**src/common/ring_pkg.sv**
```systemverilog
`default_nettype none

package ring_pkg;

  localparam int BUS_AW = 32;
  localparam int BUS_DW = 32;

  // one beat on the chain.
  typedef struct packed {
    logic              req;
    logic              ack;
    logic              write;
    logic [BUS_AW-1:0] addr;
    logic [BUS_DW-1:0] data;
  } bus_msg_t;

  localparam logic [BUS_AW-1:0] JOY_ADDR_BASE = 32'hC100_0100;
  localparam int                JOY_ADDR_SIZE = 5;  // 32 byte window.
  localparam logic [BUS_AW-1:0] LCD_ADDR_BASE = 32'hC200_0000;
  localparam int                LCD_ADDR_SIZE = 8;

  // open request inside [base, base + 2**size).
  function automatic logic bus_claims(input bus_msg_t msg, input logic [BUS_AW-1:0] base,
                                      input int size);
    logic [BUS_AW:0] offs;
    offs = {1'b0, msg.addr} - {1'b0, base};
    return msg.req && !msg.ack && !offs[BUS_AW] && (offs < ((BUS_AW+1)'(1) << size));
  endfunction

endpackage

`default_nettype wire

```
**src/common/periph_pkg.sv**
```systemverilog
`default_nettype none

package periph_pkg;

  localparam int ADC_BITS  = 12;
  localparam int ADC_CFG_W = 6;

  // single ended, unipolar, no sleep.
  localparam logic [ADC_CFG_W-1:0] ADC_CFG_CH0 = 6'b100010;
  localparam logic [ADC_CFG_W-1:0] ADC_CFG_CH1 = 6'b110010;

  typedef struct packed {
    logic                valid;
    logic [ADC_BITS-1:0] y;
    logic [ADC_BITS-1:0] x;
  } joy_sample_t;

  typedef struct packed {
    logic [7:0] pad;
    logic [7:0] opcode;
  } lcd_cmd_t;

  // rgb565.
  typedef struct packed {
    logic [4:0] r;
    logic [5:0] g;
    logic [4:0] b;
  } lcd_pix_t;

  typedef union packed {
    lcd_cmd_t cmd;
    lcd_pix_t pix;
  } lcd_word_u;

  localparam int unsigned LCD_REG_CMD  = 0;
  localparam int unsigned LCD_REG_PIX  = 4;
  localparam int unsigned LCD_REG_STAT = 8;

endpackage

`default_nettype wire

```
**src/joystick/adc_sampler.sv**
```systemverilog
`default_nettype none

module adc_sampler import periph_pkg::*; #(
  parameter int CLK_DIV     = 2,
  parameter int CONV_CYCLES = 8
) (
  input  wire logic  clk,
  input  wire logic  i_rst_n,
  input  wire logic  i_sdo,
  output logic        o_convst,
  output logic        o_sck,
  output logic        o_sdi,
  output joy_sample_t o_sample
);

  localparam int CNT_MAX = (CONV_CYCLES > CLK_DIV) ? CONV_CYCLES : CLK_DIV;
  localparam int CNT_W   = $clog2(CNT_MAX + 1);

  typedef enum logic [1:0] {S_IDLE, S_CONV, S_WAIT, S_SHIFT} state_t;

  state_t              state;
  logic [CNT_W-1:0]    cnt;
  logic [3:0]          bit_cnt;
  logic                sck;
  logic                cfg_ch;  // channel this frame configures.
  logic                primed;
  logic [ADC_BITS-1:0] cfg_sr;
  logic [ADC_BITS-1:0] rx_sr;
  logic                got_x;
  logic                got_y;
  logic [ADC_BITS-1:0] x_q;
  logic [ADC_BITS-1:0] y_q;
  logic                tick;
  logic                frame_done;

  assign tick       = (state == S_SHIFT) && (cnt == CNT_W'(CLK_DIV - 1));
  assign frame_done = tick && sck && (bit_cnt == 4'(ADC_BITS - 1));

  always_ff @(posedge clk or negedge i_rst_n) begin
    if (!i_rst_n) begin
      state   <= S_IDLE;
      cnt     <= '0;
      bit_cnt <= '0;
      sck     <= 1'b0;
      cfg_ch  <= 1'b0;
      primed  <= 1'b0;
      cfg_sr  <= '0;
      got_x   <= 1'b0;
      got_y   <= 1'b0;
    end else begin
      case (state)
        S_IDLE: state <= S_CONV;
        S_CONV: begin
          state  <= S_WAIT;
          cnt    <= '0;
          cfg_sr <= {cfg_ch ? ADC_CFG_CH1 : ADC_CFG_CH0, (ADC_BITS - ADC_CFG_W)'(0)};
        end
        S_WAIT: begin
          if (cnt == CNT_W'(CONV_CYCLES - 1)) begin
            state   <= S_SHIFT;
            cnt     <= '0;
            bit_cnt <= '0;
          end else begin
            cnt <= cnt + 1'b1;
          end
        end
        default: begin
          if (tick) begin
            cnt <= '0;
            sck <= ~sck;
            if (sck) begin  // next sdi bit on the falling edge.
              cfg_sr  <= cfg_sr << 1;
              bit_cnt <= bit_cnt + 1'b1;
            end
          end else begin
            cnt <= cnt + 1'b1;
          end
          if (frame_done) begin
            state  <= S_IDLE;
            cfg_ch <= ~cfg_ch;
            primed <= 1'b1;
          end
        end
      endcase
      // result belongs to the channel set up one frame earlier.
      if (frame_done && primed) begin
        if (cfg_ch) got_x <= 1'b1;
        else got_y <= 1'b1;
      end
    end
  end

  always_ff @(posedge clk) begin
    if (tick && !sck) rx_sr <= {rx_sr[ADC_BITS-2:0], i_sdo};
    if (frame_done && primed) begin
      if (cfg_ch) x_q <= rx_sr;
      else y_q <= rx_sr;
    end
  end

  assign o_convst = (state == S_CONV);
  assign o_sck    = sck;
  assign o_sdi    = cfg_sr[ADC_BITS-1];
  assign o_sample = '{valid: got_x & got_y, y: y_q, x: x_q};

endmodule

`default_nettype wire

```
**src/joystick/joystick.sv**
```systemverilog
`default_nettype none

module joystick import ring_pkg::*, periph_pkg::*; #(
  parameter logic [BUS_AW-1:0] ADDR_BASE   = JOY_ADDR_BASE,
  parameter int                SIZE        = JOY_ADDR_SIZE,
  parameter int                CLK_DIV     = 2,
  parameter int                CONV_CYCLES = 8
) (
  input  wire logic     clk,
  input  wire logic     i_rst_n,
  input  wire bus_msg_t i_bus,
  input  wire logic     i_adc_sdo,
  output bus_msg_t      o_bus,
  output logic          o_adc_convst,
  output logic          o_adc_sck,
  output logic          o_adc_sdi
);

  joy_sample_t sample;
  logic        hit;

  adc_sampler #(
    .CLK_DIV     (CLK_DIV),
    .CONV_CYCLES (CONV_CYCLES)
  ) i_adc (
    .clk      (clk),
    .i_rst_n  (i_rst_n),
    .i_sdo    (i_adc_sdo),
    .o_convst (o_adc_convst),
    .o_sck    (o_adc_sck),
    .o_sdi    (o_adc_sdi),
    .o_sample (sample)
  );

  assign hit = bus_claims(i_bus, ADDR_BASE, SIZE);

  // one register stage per hop.
  always_ff @(posedge clk or negedge i_rst_n) begin
    if (!i_rst_n) begin
      o_bus <= '0;
    end else begin
      o_bus <= i_bus;
      if (hit) begin
        o_bus.ack <= 1'b1;  // writes acked, data dropped.
        if (!i_bus.write) begin
          o_bus.data <= BUS_DW'(sample);
        end
      end
    end
  end

endmodule

`default_nettype wire

```
**src/display/lcd_spi_tx.sv**
```systemverilog
`default_nettype none

module lcd_spi_tx import periph_pkg::*; #(
  parameter int CLK_DIV = 2
) (
  input  wire logic      clk,
  input  wire logic      i_rst_n,
  input  wire logic      i_start,
  input  wire lcd_word_u i_word,
  input  wire logic      i_is_pixel,
  output logic           o_busy,
  output logic           o_dc,
  output logic           o_cs,
  output logic           o_sck,
  output logic           o_mosi
);

  localparam int DIV_W = $clog2(CLK_DIV + 1);

  logic [15:0]      sr;
  logic [3:0]       bit_cnt;
  logic [DIV_W-1:0] div_cnt;

  always_ff @(posedge clk or negedge i_rst_n) begin
    if (!i_rst_n) begin
      o_busy  <= 1'b0;
      o_dc    <= 1'b0;
      o_cs    <= 1'b1;
      o_sck   <= 1'b0;
      sr      <= '0;
      bit_cnt <= '0;
      div_cnt <= '0;
    end else if (!o_busy) begin
      if (i_start) begin
        o_busy  <= 1'b1;
        o_cs    <= 1'b0;
        o_dc    <= i_is_pixel;  // high for pixel data.
        sr      <= i_is_pixel ? 16'(i_word.pix) : {i_word.cmd.opcode, 8'h00};
        bit_cnt <= i_is_pixel ? 4'd15 : 4'd7;
        div_cnt <= '0;
      end
    end else if (div_cnt == DIV_W'(CLK_DIV - 1)) begin
      div_cnt <= '0;
      if (!o_sck) begin
        o_sck <= 1'b1;
      end else begin
        o_sck <= 1'b0;
        if (bit_cnt == 4'd0) begin
          o_busy <= 1'b0;
          o_cs   <= 1'b1;
        end else begin
          bit_cnt <= bit_cnt - 1'b1;
          sr      <= sr << 1;  // new bit on falling sck.
        end
      end
    end else begin
      div_cnt <= div_cnt + 1'b1;
    end
  end

  assign o_mosi = sr[15];

endmodule

`default_nettype wire

```
**src/display/st7735r.sv**
```systemverilog
`default_nettype none

module st7735r import ring_pkg::*, periph_pkg::*; #(
  parameter logic [BUS_AW-1:0] ADDR_BASE = LCD_ADDR_BASE,
  parameter int                SIZE      = LCD_ADDR_SIZE,
  parameter int                CLK_DIV   = 2
) (
  input  wire logic     clk,
  input  wire logic     i_rst_n,
  input  wire bus_msg_t i_bus,
  output bus_msg_t      o_bus,
  output logic          o_dc,
  output logic          o_cs,
  output logic          o_sck,
  output logic          o_mosi
);

  logic              hit;
  logic [BUS_AW-1:0] offs;
  logic              is_cmd;
  logic              is_pix;
  logic              take;
  logic              tx_start;
  logic              tx_busy;
  lcd_word_u         tx_word;
  logic [BUS_DW-1:0] rd_data;

  assign hit    = bus_claims(i_bus, ADDR_BASE, SIZE);
  assign offs   = i_bus.addr - ADDR_BASE;
  assign is_cmd = (offs == BUS_AW'(LCD_REG_CMD));
  assign is_pix = (offs == BUS_AW'(LCD_REG_PIX));

  // a busy transmitter refuses writes, the master retries.
  assign take     = hit && (!i_bus.write || !tx_busy);
  assign tx_start = take && i_bus.write && (is_cmd || is_pix);
  assign tx_word  = i_bus.data[15:0];

  assign rd_data = (offs == BUS_AW'(LCD_REG_STAT)) ? {(BUS_DW - 1)'(0), tx_busy} : '0;

  lcd_spi_tx #(
    .CLK_DIV (CLK_DIV)
  ) i_tx (
    .clk        (clk),
    .i_rst_n    (i_rst_n),
    .i_start    (tx_start),
    .i_word     (tx_word),
    .i_is_pixel (is_pix),
    .o_busy     (tx_busy),
    .o_dc       (o_dc),
    .o_cs       (o_cs),
    .o_sck      (o_sck),
    .o_mosi     (o_mosi)
  );

  always_ff @(posedge clk or negedge i_rst_n) begin
    if (!i_rst_n) begin
      o_bus <= '0;
    end else begin
      o_bus <= i_bus;
      if (take) begin
        o_bus.ack <= 1'b1;
        if (!i_bus.write) begin
          o_bus.data <= rd_data;
        end
      end
    end
  end

endmodule

`default_nettype wire

```
**src/rtl/shield.sv**
```systemverilog
`default_nettype none

module shield import ring_pkg::*; #(
  parameter logic [BUS_AW-1:0] JOY_BASE    = JOY_ADDR_BASE,
  parameter int                JOY_SIZE    = JOY_ADDR_SIZE,
  parameter logic [BUS_AW-1:0] LCD_BASE    = LCD_ADDR_BASE,
  parameter int                LCD_SIZE    = LCD_ADDR_SIZE,
  parameter int                ADC_CLK_DIV = 2,
  parameter int                CONV_CYCLES = 8,
  parameter int                LCD_CLK_DIV = 2
) (
  input  wire logic     clk,
  input  wire logic     i_rst_n,
  input  wire bus_msg_t i_bus,
  input  wire logic     i_adc_sdo,
  output bus_msg_t      o_bus,
  output logic          o_adc_convst,
  output logic          o_adc_sck,
  output logic          o_adc_sdi,
  output logic          o_tft_dc,
  output logic          o_tft_cs,
  output logic          o_tft_sck,
  output logic          o_tft_mosi,
  output logic          o_sd_cs
);

  bus_msg_t joy_to_lcd;

  joystick #(
    .ADDR_BASE   (JOY_BASE),
    .SIZE        (JOY_SIZE),
    .CLK_DIV     (ADC_CLK_DIV),
    .CONV_CYCLES (CONV_CYCLES)
  ) i_joystick (
    .clk          (clk),
    .i_rst_n      (i_rst_n),
    .i_bus        (i_bus),
    .i_adc_sdo    (i_adc_sdo),
    .o_bus        (joy_to_lcd),
    .o_adc_convst (o_adc_convst),
    .o_adc_sck    (o_adc_sck),
    .o_adc_sdi    (o_adc_sdi)
  );

  st7735r #(
    .ADDR_BASE (LCD_BASE),
    .SIZE      (LCD_SIZE),
    .CLK_DIV   (LCD_CLK_DIV)
  ) i_display (
    .clk     (clk),
    .i_rst_n (i_rst_n),
    .i_bus   (joy_to_lcd),
    .o_bus   (o_bus),
    .o_dc    (o_tft_dc),
    .o_cs    (o_tft_cs),
    .o_sck   (o_tft_sck),
    .o_mosi  (o_tft_mosi)
  );

  assign o_sd_cs = 1'b1;  // sd card kept deselected.

endmodule

`default_nettype wire

```
**config.mk**
```make
export PLATFORM = sky130hd
export DESIGN_NAME = shield
export DESIGN_NICKNAME = d
export VERILOG_FILES = /design/src/common/ring_pkg.sv /design/src/common/periph_pkg.sv /design/src/joystick/adc_sampler.sv /design/src/joystick/joystick.sv /design/src/display/lcd_spi_tx.sv /design/src/display/st7735r.sv /design/src/rtl/shield.sv
export SDC_FILE = /design/constraint.sdc
export NUM_CORES = 1
export LEC_CHECK = 0
export BUFFER_PORTS_ARGS = -buffer_cell sky130_fd_sc_hd__buf_4
export CAP_MARGIN = 25
export CORE_AREA = 2 2 138 140
export DETAILED_ROUTE_END_ITERATION = 12
export DIE_AREA = 0 0 140 142
export PLACE_DENSITY_LB_ADDON = 0.15
export SLEW_MARGIN = 30
export SYNTH_ARGS = -nofsm -noshare
export SYNTH_HDL_FRONTEND = slang
export SYNTH_SLANG_ARGS = --single-unit
```
**constraint.sdc**
```tcl
create_clock -name clk -period 2.9 [get_ports clk]
set_clock_uncertainty 0.2 [all_clocks]
set_input_delay 0.29 -clock clk [delete_from_list [all_inputs] [get_ports clk]]
set_output_delay 0.29 -clock clk [all_outputs]
set_load 0.02 [all_outputs]
```
# Word-level counts from Yosys, hierarchy flattened
# Cells that the tools add are included.
# totals
latch_bits,0
memories,0
ff_bits,223
in_bits,70
wordCells,152
rom_bits,0
out_inout_bits,75
mem_bits_rw,0
# op_classes
n_addsub,7
muxes,47
n_mul,0
n_bitwise,7
n_shift,0
div,0
order_cmp,2
reduce_logical,46
n_eq_ne,14
# ops
cell,count
$mux W32,4
$mux W16,6
$sub A32 B32 Y33 const B,2
$mux W4,11
$lt A33 B6 Y1 const B,1
$lt A33 B9 Y1 const B,1
$eq A32 B3 Y1 const B,1
$eq A32 B4 Y1 const B,1
$logic_not A32 Y1,1
$sub A32 B32 Y32 const B,1
$mux W12,2
$pmux W12 S2,1
$logic_and A1 B1 Y1,14
$mux W1,14
$reduce_and A2 Y1,7
$pmux W4 S3,1
$reduce_and A4 Y1,3
$mux W2,5
$reduce_bool A2 Y1,5
$add A4 B1 Y4 const B,2
$pmux W4 S2,1
$logic_not A1 Y1,7
$ne A2 B1 Y1 const B,3
$not A1 Y1,6
18 further kinds,23

# Logic depth before layout (Yosys ltp)
# Gate-level depths: netlist of the first run.
# logic_depth
depth_word,9
mapped_depth,10

# By module
# Synthesis of the first run repeated with hierarchy kept, for this count alone.
# unflattened
cells_unflattened,589
hier_area_um2,8449.4
# by_module_without_submodules
module,cells_each,area_per_inst_um2,n_inst
joystick,164,2532.4,1
adc_sampler,160,2288.4,1
st7735r,142,2272.2,1
lcd_spi_tx,121,1345.0,1
shield,2,11.3,1

# Worst setup path after synthesis of the first run
# No wires, ideal clock.
# synth_path
kind,register -> register
from,reg i_joystick.i_adc.state[0]
to,reg i_joystick.i_adc.y_q[0] (enable)
setup_time_ns,0.381
n_path_buf,0
setup_slack_ns,-0.048
t_arrival_ns,2.367
path_stages_with_launch,7
cell_sequence,dfrtp_1 -> ha_1 -> nor4bb_1 -> nand2_1 -> nor3_1 -> nand2_1 -> nor2_1
# synth_via
elab_chain_cells,6
# synth_lines
item,line_no,text
start: declaration,adc_sampler.sv:21,state_t state;
start signal: assignment,adc_sampler.sv:41,state <= S_IDLE;
start signal: assignment,adc_sampler.sv:52,S_IDLE: state <= S_CONV;
start signal: assignment,adc_sampler.sv:54,state <= S_WAIT;
$eq A2 B2 Y1,adc_sampler.sv:36,assign tick = (state == S_SHIFT) && (cnt == CNT_W'(CLK_DIV - 1));
$logic_and A1 B1 Y1,adc_sampler.sv:36,
$logic_and A1 B1 Y1 (2 in a row),adc_sampler.sv:37,assign frame_done = tick && sck && (bit_cnt == 4'(ADC_BITS - 1));
$logic_and A1 B1 Y1,adc_sampler.sv:95,if (frame_done && primed) begin
$reduce_and A2 Y1 (no source line),n/a,
end signal: assignment,adc_sampler.sv:97,else y_q <= rx_sr;
end: declaration,adc_sampler.sv:32,logic [ADC_BITS-1:0] y_q;
# Every way passes these cells.
# A chain may end at the register's enable or synchronous reset.

# Worst setup path in the final report of the first run
# layout_path
from,in i_bus[42] in the netlist's numbering
to,reg i_joystick.o_bus[20] in the netlist's numbering
# layout_via
elab_chain_cells,5
elab_cells_between_ends,6
# layout_lines
item,line_no,text
start: declaration,shield.sv:14,"input wire bus_msg_t i_bus,"
$sub A32 B32 Y33 (*),ring_pkg.sv:26,"offs = {1'b0, msg.addr} - {1'b0, base};"
branches (longest 2 deep; another with $lt A33 B6 Y1),n/a,
$logic_and A1 B1 Y1 (*),ring_pkg.sv:27,return msg.req && !msg.ack && !offs[BUS_AW] && (offs < ((BUS_AW+1)'(1) << size));
$mux W32 (*),joystick.sv:43,if (hit) begin
end signal: assignment,joystick.sv:42,o_bus <= i_bus;
end: declaration,joystick.sv:13,"output bus_msg_t o_bus,"
# Mark *: on every way between the ends.

==> flow_metrics.tcl, run 1 <==
set metrics [dict create \
    htreeDepth 1 \
    worstRegToRegCells 8 \
    synth_flop_cell "dfrtp_1" \
    cts_tree "built" \
    yosys.area.top_type "dfrtp_1" \
    max_stage_delay_ns 0.54 \
    post-place-ws_ns 0.0484 \
    wl_per_cell_um 16.8 \
    num_vias 5544 \
    ys_top_cells_by_area "dfrtp_1 55%, edfxtp_1 13%, mux2_4 4.0%" \
    min_period_over_period_pct 96.5 \
    tns_ns 0 \
    ys_async_sr_fraction_pct 83.3 \
    crit_path_end_kind "flop" \
    syn_inst 594 \
    clock-sinks 216 \
    slew-limit-headroom_pct 38.4 \
    drive_gt1_share_pct 30.7 \
    r2r_end "i_display.i_tx.bit_cnt[0]" \
    r2r_slack_ns 0.12 \
    place_hpwl_um 12100 \
    outcome "complete, but fails checks" \
    p_leak_nw 5.01 \
    finalPower_w 0.00670 \
    gp_congestion 0.845 \
    ant_nets 0 \
    synth.ff_latch_count 216 \
    max_freq_mhz 357 \
    crit_path_start_kind "input port" \
    synth_area_sq_um 8180 \
    cts.clk_slew.worst_paths_ns 0.06 \
    port_buffers 143 \
    core-area_sq_um 18500 \
    fillers 1413 \
    wirelength_um 18200 \
    cp_top_family "buffers and inverters" \
    syn-num-nets 676 \
    arrival_ns 2.98 \
    cap_violations 0 \
    route.detailed.drc 14 \
    cts_made_buffers 24 \
    synth_edf_count 36 \
    maxSlewViolCount 0 \
    area_growth_pct 37.3 \
    setup_ws_ns 0.102 \
    antenna_found_initial 0 \
    first_global_vias 5703 \
    syn_avg_cell_area_sq_um 13.8 \
    violations "design-rule violations" \
    core.rowCount 50 \
    synth_top_area_share_pct 54.7 \
    clock-root-buffer "clkbuf_16" \
    tightest_slew_ns 0.922 \
    dr.pass1.iters 10 \
    reg2reg_from "i_joystick.o_bus[58]" \
    cp_max_fo 16 \
    nets 917 \
    routed_via_density 5.10 \
    pin_count 145 \
    yosysMostFrequentCell "dfrtp_1" \
    track_usage_pct 18.2 \
    finalInstanceArea_sq_um 11200 \
    crit_chain "dlygate4sd3_1 > buf_4 > nor4_4 > buf_4 > nand4_1 > mux2_2 > nand3_1 > nor4_4 > buf_6 > buf_8 > mux2_4" \
    finalHoldViolations 0 \
    min_period_ns 2.80 \
    cts_buffer_depth 3 \
    die_w_um 140 \
    ir_worst_vdd_mv 0.354 \
    die-height_um 142 \
    worstSetupPathType "in2reg" \
    ys_seq_area_share_pct 68.3 \
    clk_latency_ns 0.50 \
    crit_path_top_delay_cell "dlygate4sd3_1" \
    path_buf_inv 5 \
    synth_cell_types 61 \
    num_antenna_cells 0 \
    globalRoute.totalOverflow 0 \
    setup_viol 0 \
    ys_top_cells_by_count "179 x dfrtp_1, 36 x edfxtp_1, 34 x nand2_1, 33 x and2_1, 28 x o21ai_0" \
    grt_pass1_wl_um 29000 \
    die-area_sq_um 19900 \
    initial_utilization_pct 44.3 \
    power_density_nw_per_um2 597 \
    synth_warnings 0 \
    hold_class "in2async" \
    final_util_pct 60.8 \
    grt_max_degree 66 \
    drt_iter0_drc 408 \
    place_area_sq_um 9630 \
    critical_path_required_ns 3.08 \
]
cell type report:
| cell class | instances | area (sq um) | area share (%) |
|---|---|---|---|
| flip-flops and latches | 216 | 5590 | 49.7 |
| clock buffers | 38 | 714 | 6.36 |
| inverters | 23 | 86.3 | 0.769 |
| clock inverters | 6 | 83.8 | 0.747 |
| well taps | 234 | 293 | 2.61 |
| repair buffers | 240 | 2060 | 18.3 |
| multi-input cells | 330 | 2410 | 21.5 |
layout by cell type, fill, tap and decap left out, types with 6 or more instances in the layout:
master,n
inv_1,23
nand2_1,34
or2_2,6
edfxtp_1,36
dlygate4sd3_1,69
nor3_1,17
nor2b_1,12
dfrtp_1,179
and2_1,33
clkbuf_1,9
nand3_1,10
mux2_4,22
o21ai_0,27
a21oi_1,14
clkbuf_16,26
a31oi_1,19
xor2_1,6
a211oi_1,17
nor2_1,24
mux2_2,13
ha_1,12
buf_4,161
state kept, by name (all words and copies together) (netlist names), 2 cells and up:
name and cells:
i_display.i_tx.bit_cnt 4, i_display.i_tx.div_cnt 2, i_display.i_tx.sr 16, i_display.o_bus 67
i_joystick.i_adc.bit_cnt 4, i_joystick.i_adc.cfg_sr 5, i_joystick.i_adc.cnt 4, i_joystick.i_adc.rx_sr 12
i_joystick.i_adc.state 2, i_joystick.i_adc.x_q 12, i_joystick.i_adc.y_q 12, i_joystick.o_bus 67
power by group:
| part | switching (W) | total, W | internal (W) |
|---|---|---|---|
| logic | 0.000239 | 0.000490 | 0.000250 |
| clock network | 0.00114 | 0.00300 | 0.00186 |
| registers | 0.0000421 | 0.00321 | 0.00317 |
logic make-up (layout without fill, tap and decap cells):
logic type	after synthesis	count (layout)	share of synthesized area (%)
flops	216	216	68.3
simple gates	168	168	11.9
compound gates	104	104	8.49
buf+inv	48	307	2.55
mux	38	38	6.19
fa+ha+maj	12	12	1.84
xor+xnor	7	7	0.749
other cells	1	1	0.0458
per-layer routing:
| layer | vias to the layer above | wire [um] | global-route usage, % |
|---|---|---|---|
| met4 | 0 | 354 | 6.01 |
| li1 | 2585 | - | - |
| met3 | 38 | 971 | 2.93 |
| met2 | 198 | 8880 | 29.8 |
| met1 | 2723 | 8030 | 25.2 |
| met5 | - | 0 | 0 |
metrics by stage:
step	instances	hold slack (ns)
floorplan	594	-0.206
global placement	966	0.117
detailed placement	966	0.122
CTS	1079	0.170
global route	1087	0.182
finish	1087	0.152
how the worst max path moves through the flow:
stage,startpoint,end,slack [ns],depth (start not counted)
5_1_grt,i_bus[42],i_joystick.o_bus[20],-0.03,11
3_5_place_dp,i_bus[44],i_joystick.o_bus[0],0.05,8
4_1_cts,i_bus[44],i_joystick.o_bus[0],0.003,9
2_1_floorplan,i_joystick.i_adc.state[0],i_joystick.i_adc.y_q[0],0.14,6
3_3_place_gp,i_bus[44],i_joystick.o_bus[0],0.16,8
6_report,i_bus[42],i_joystick.o_bus[20],0.10,11
timing repair:
| action | in CTS | in global routing |
|---|---|---|
| endpoints found under the hold margin | 130 | 0 |
| hold buffers | 69 | 0 |
| resized for setup | 0 | 10 |
| endpoints found under the setup margin | 0 | 43 |
| setup buffers | 0 | 6 |
(Power assumes the default switching activity.)
==> inputs of run 2 (changes only) <==
--- a/config.mk
+++ b/config.mk
@@ -10,7 +10,7 @@
 export CORE_AREA = 2 2 138 140
 export DETAILED_ROUTE_END_ITERATION = 12
 export DIE_AREA = 0 0 140 142
-export PLACE_DENSITY_LB_ADDON = 0.15
+export PLACE_DENSITY = 0.68
 export SLEW_MARGIN = 30
 export SYNTH_ARGS = -nofsm -noshare
 export SYNTH_HDL_FRONTEND = slang
==> flow_metrics.tcl, run 2 (synthesis results as in run 1) <==
set metrics [dict create \
    dr.pass1.iters 11 \
    ir_worst_vdd_mv 0.376 \
    layout_common_cells "179 x dfrtp_1, 166 x buf_4, 69 x dlygate4sd3_1" \
    min_period_ns 2.89 \
    tightest_slew_ns 0.860 \
    max_stage_delay_ns 0.53 \
    area_growth_pct 36.4 \
    cts.clk_slew.worst_paths_ns 0.06 \
    crit_path_end_kind "flop" \
    cp_max_fo 8 \
    finalInstanceArea_sq_um 11200 \
    whs_ns 0.168 \
    wirelength_um 19100 \
    place_hpwl_um 12200 \
    setup_viol 0 \
    clock-sinks 216 \
    p_leak_nw 4.98 \
    wl_per_cell_um 17.7 \
    drt_iter0_drc 306 \
    die-height_um 142 \
    nets 919 \
    num_vias 5551 \
    rsz0062_at_grt "yes" \
    clock-root-buffer "clkbuf_16" \
    gp_congestion 0.844 \
    ant_nets 0 \
    tns_ns 0 \
    track_usage_pct 19.0 \
    cap_violations 0 \
    crit_chain "dlygate4sd3_1 > buf_4 > inv_1 > ha_1 > nor4b_2 > nand4_1 > nor2_1 > o2111ai_2 > nor4_4 > buf_6 > clkbuf_16 > mux2_2" \
    cts_buffer_depth 3 \
    final_common_cell "dfrtp_1" \
    first_global_vias 5797 \
    hold_class "in2async" \
    crit_path_top_delay_cell "dlygate4sd3_1" \
    post-place-cells 968 \
    port_buffers 143 \
    finalPower_w 0.00637 \
    arrival_ns 3.08 \
    die_w_um 140 \
    routed_via_density 5.12 \
    crit_path_start_kind "input port" \
    stdcell_count 1084 \
    maxSlewViolCount 0 \
    pin_count 145 \
    htreeDepth 1 \
    cts_tree "built" \
    initial_utilization_pct 44.3 \
    fillers 1384 \
    drive_gt1_share_pct 32.4 \
    die-area_sq_um 19900 \
    worstSetupPathType "in2reg" \
    grt_max_degree 77 \
    top_regs "i_display.o_bus x67, i_joystick.o_bus x67, i_display.i_tx.sr x16" \
    core.rowCount 50 \
    antenna_found_initial 0 \
    cts_made_buffers 23 \
    finalHoldViolations 0 \
    max_freq_mhz 346 \
    num_antenna_cells 0 \
    critical_path_required_ns 3.09 \
    min_period_over_period_pct 99.7 \
    core-area_sq_um 18500 \
    slew-limit-headroom_pct 42.6 \
    regArea_sq_um 5590 \
    multiInputGateArea_sq_um 2450 \
    route.detailed.drc 12 \
    violations "design-rule violations" \
    power_density_nw_per_um2 570 \
    clk_latency_ns 0.51 \
    outcome "complete, but fails checks" \
    place_area_sq_um 9630 \
    globalRoute.totalOverflow 0 \
    grt_pass1_wl_um 30100 \
]
## run 2: changes by cell type in the layout (fill, tap and decap cells not counted), moves of 2 or more
cell	before	now
o21ai_1	0	7
clkbuf_1	9	3
clkinv_2	1	7
o21ai_0	27	21
buf_4	161	166
a211oi_1	17	15
a211oi_2	0	2
bufinv_16	2	0
clkbuf_16	26	24
clkinvlp_4	2	0
inv_1	23	21
inv_2	0	2
## run 2: through the flow
step / worst slack [ns] / utilization (%)
after global placement: 0.109 / 52.2
after detailed placement: -0.0445 / 52.2
after global routing: -0.160 / 60.5
after floorplan: 0.136 / -
final: 0.00854 / 60.5
after CTS: 0.0397 / 59.7
## run 2: worst paths after layout
kind,cells after the start,endpoint,slack [ns],from
max,12,i_joystick.o_bus[1],0.009,i_bus[40]
min,2,i_joystick.i_adc.cnt[0],0.17,i_rst_n
max reg2reg,8,i_display.i_tx.bit_cnt[3],0.10,i_joystick.o_bus[58]
min reg2reg,0,i_display.o_bus[52],0.18,i_joystick.o_bus[52]
max in group asynchronous,3,i_joystick.o_bus[66],1.45,i_rst_n
min in group clk,0,i_display.o_bus[52],0.18,i_joystick.o_bus[52]
## run 2: layout make-up
cell class,count,area share (%)
Sequential cell,216,50.0
Multi-Input combinational cell,330,22.0
Timing Repair Buffer,243,18.5
Clock buffer,29,5.63
Tap cell,234,2.62
Inverter,23,0.773
Clock inverter,9,0.471
## run 2: power by group
| group | internal (W) | total (W) | switching [W] | leakage [nW] |
|---|---|---|---|---|
| Sequential | 0.00317 | 0.00322 | 0.0000457 | 2.50 |
| Clock | 0.00152 | 0.00265 | 0.00112 | 0.345 |
| Combinational | 0.000255 | 0.000501 | 0.000246 | 2.14 |
## run 2: repair_timing
action | CTS | global route
setup buffers | 1 | 6
gates cloned | 0 | 2
pin swaps | 0 | 18
hold buffers | 69 | 0
gates resized for setup | 2 | 22
setup endpoints to repair | 9 | 43
endpoints found under the hold margin | 140 | 0
## run 2: per-layer routing
layer	up-vias	wire length [um]	GRT usage, %
met3	51	1070	3.06
met2	200	9650	33.2
li1	2579	-	-
met4	0	586	6.43
met1	2721	7840	24.3
met5	-	0	0
## run 2: worst max-delay path: cells and delay by family
kind	cells	cell delay, ns
buffers and inverters	5	1.07
AOI/OAI and AO/OA	1	0.21
adders and majority gates	1	0.28
muxes	1	0.34
and+or+nand+nor	4	0.87
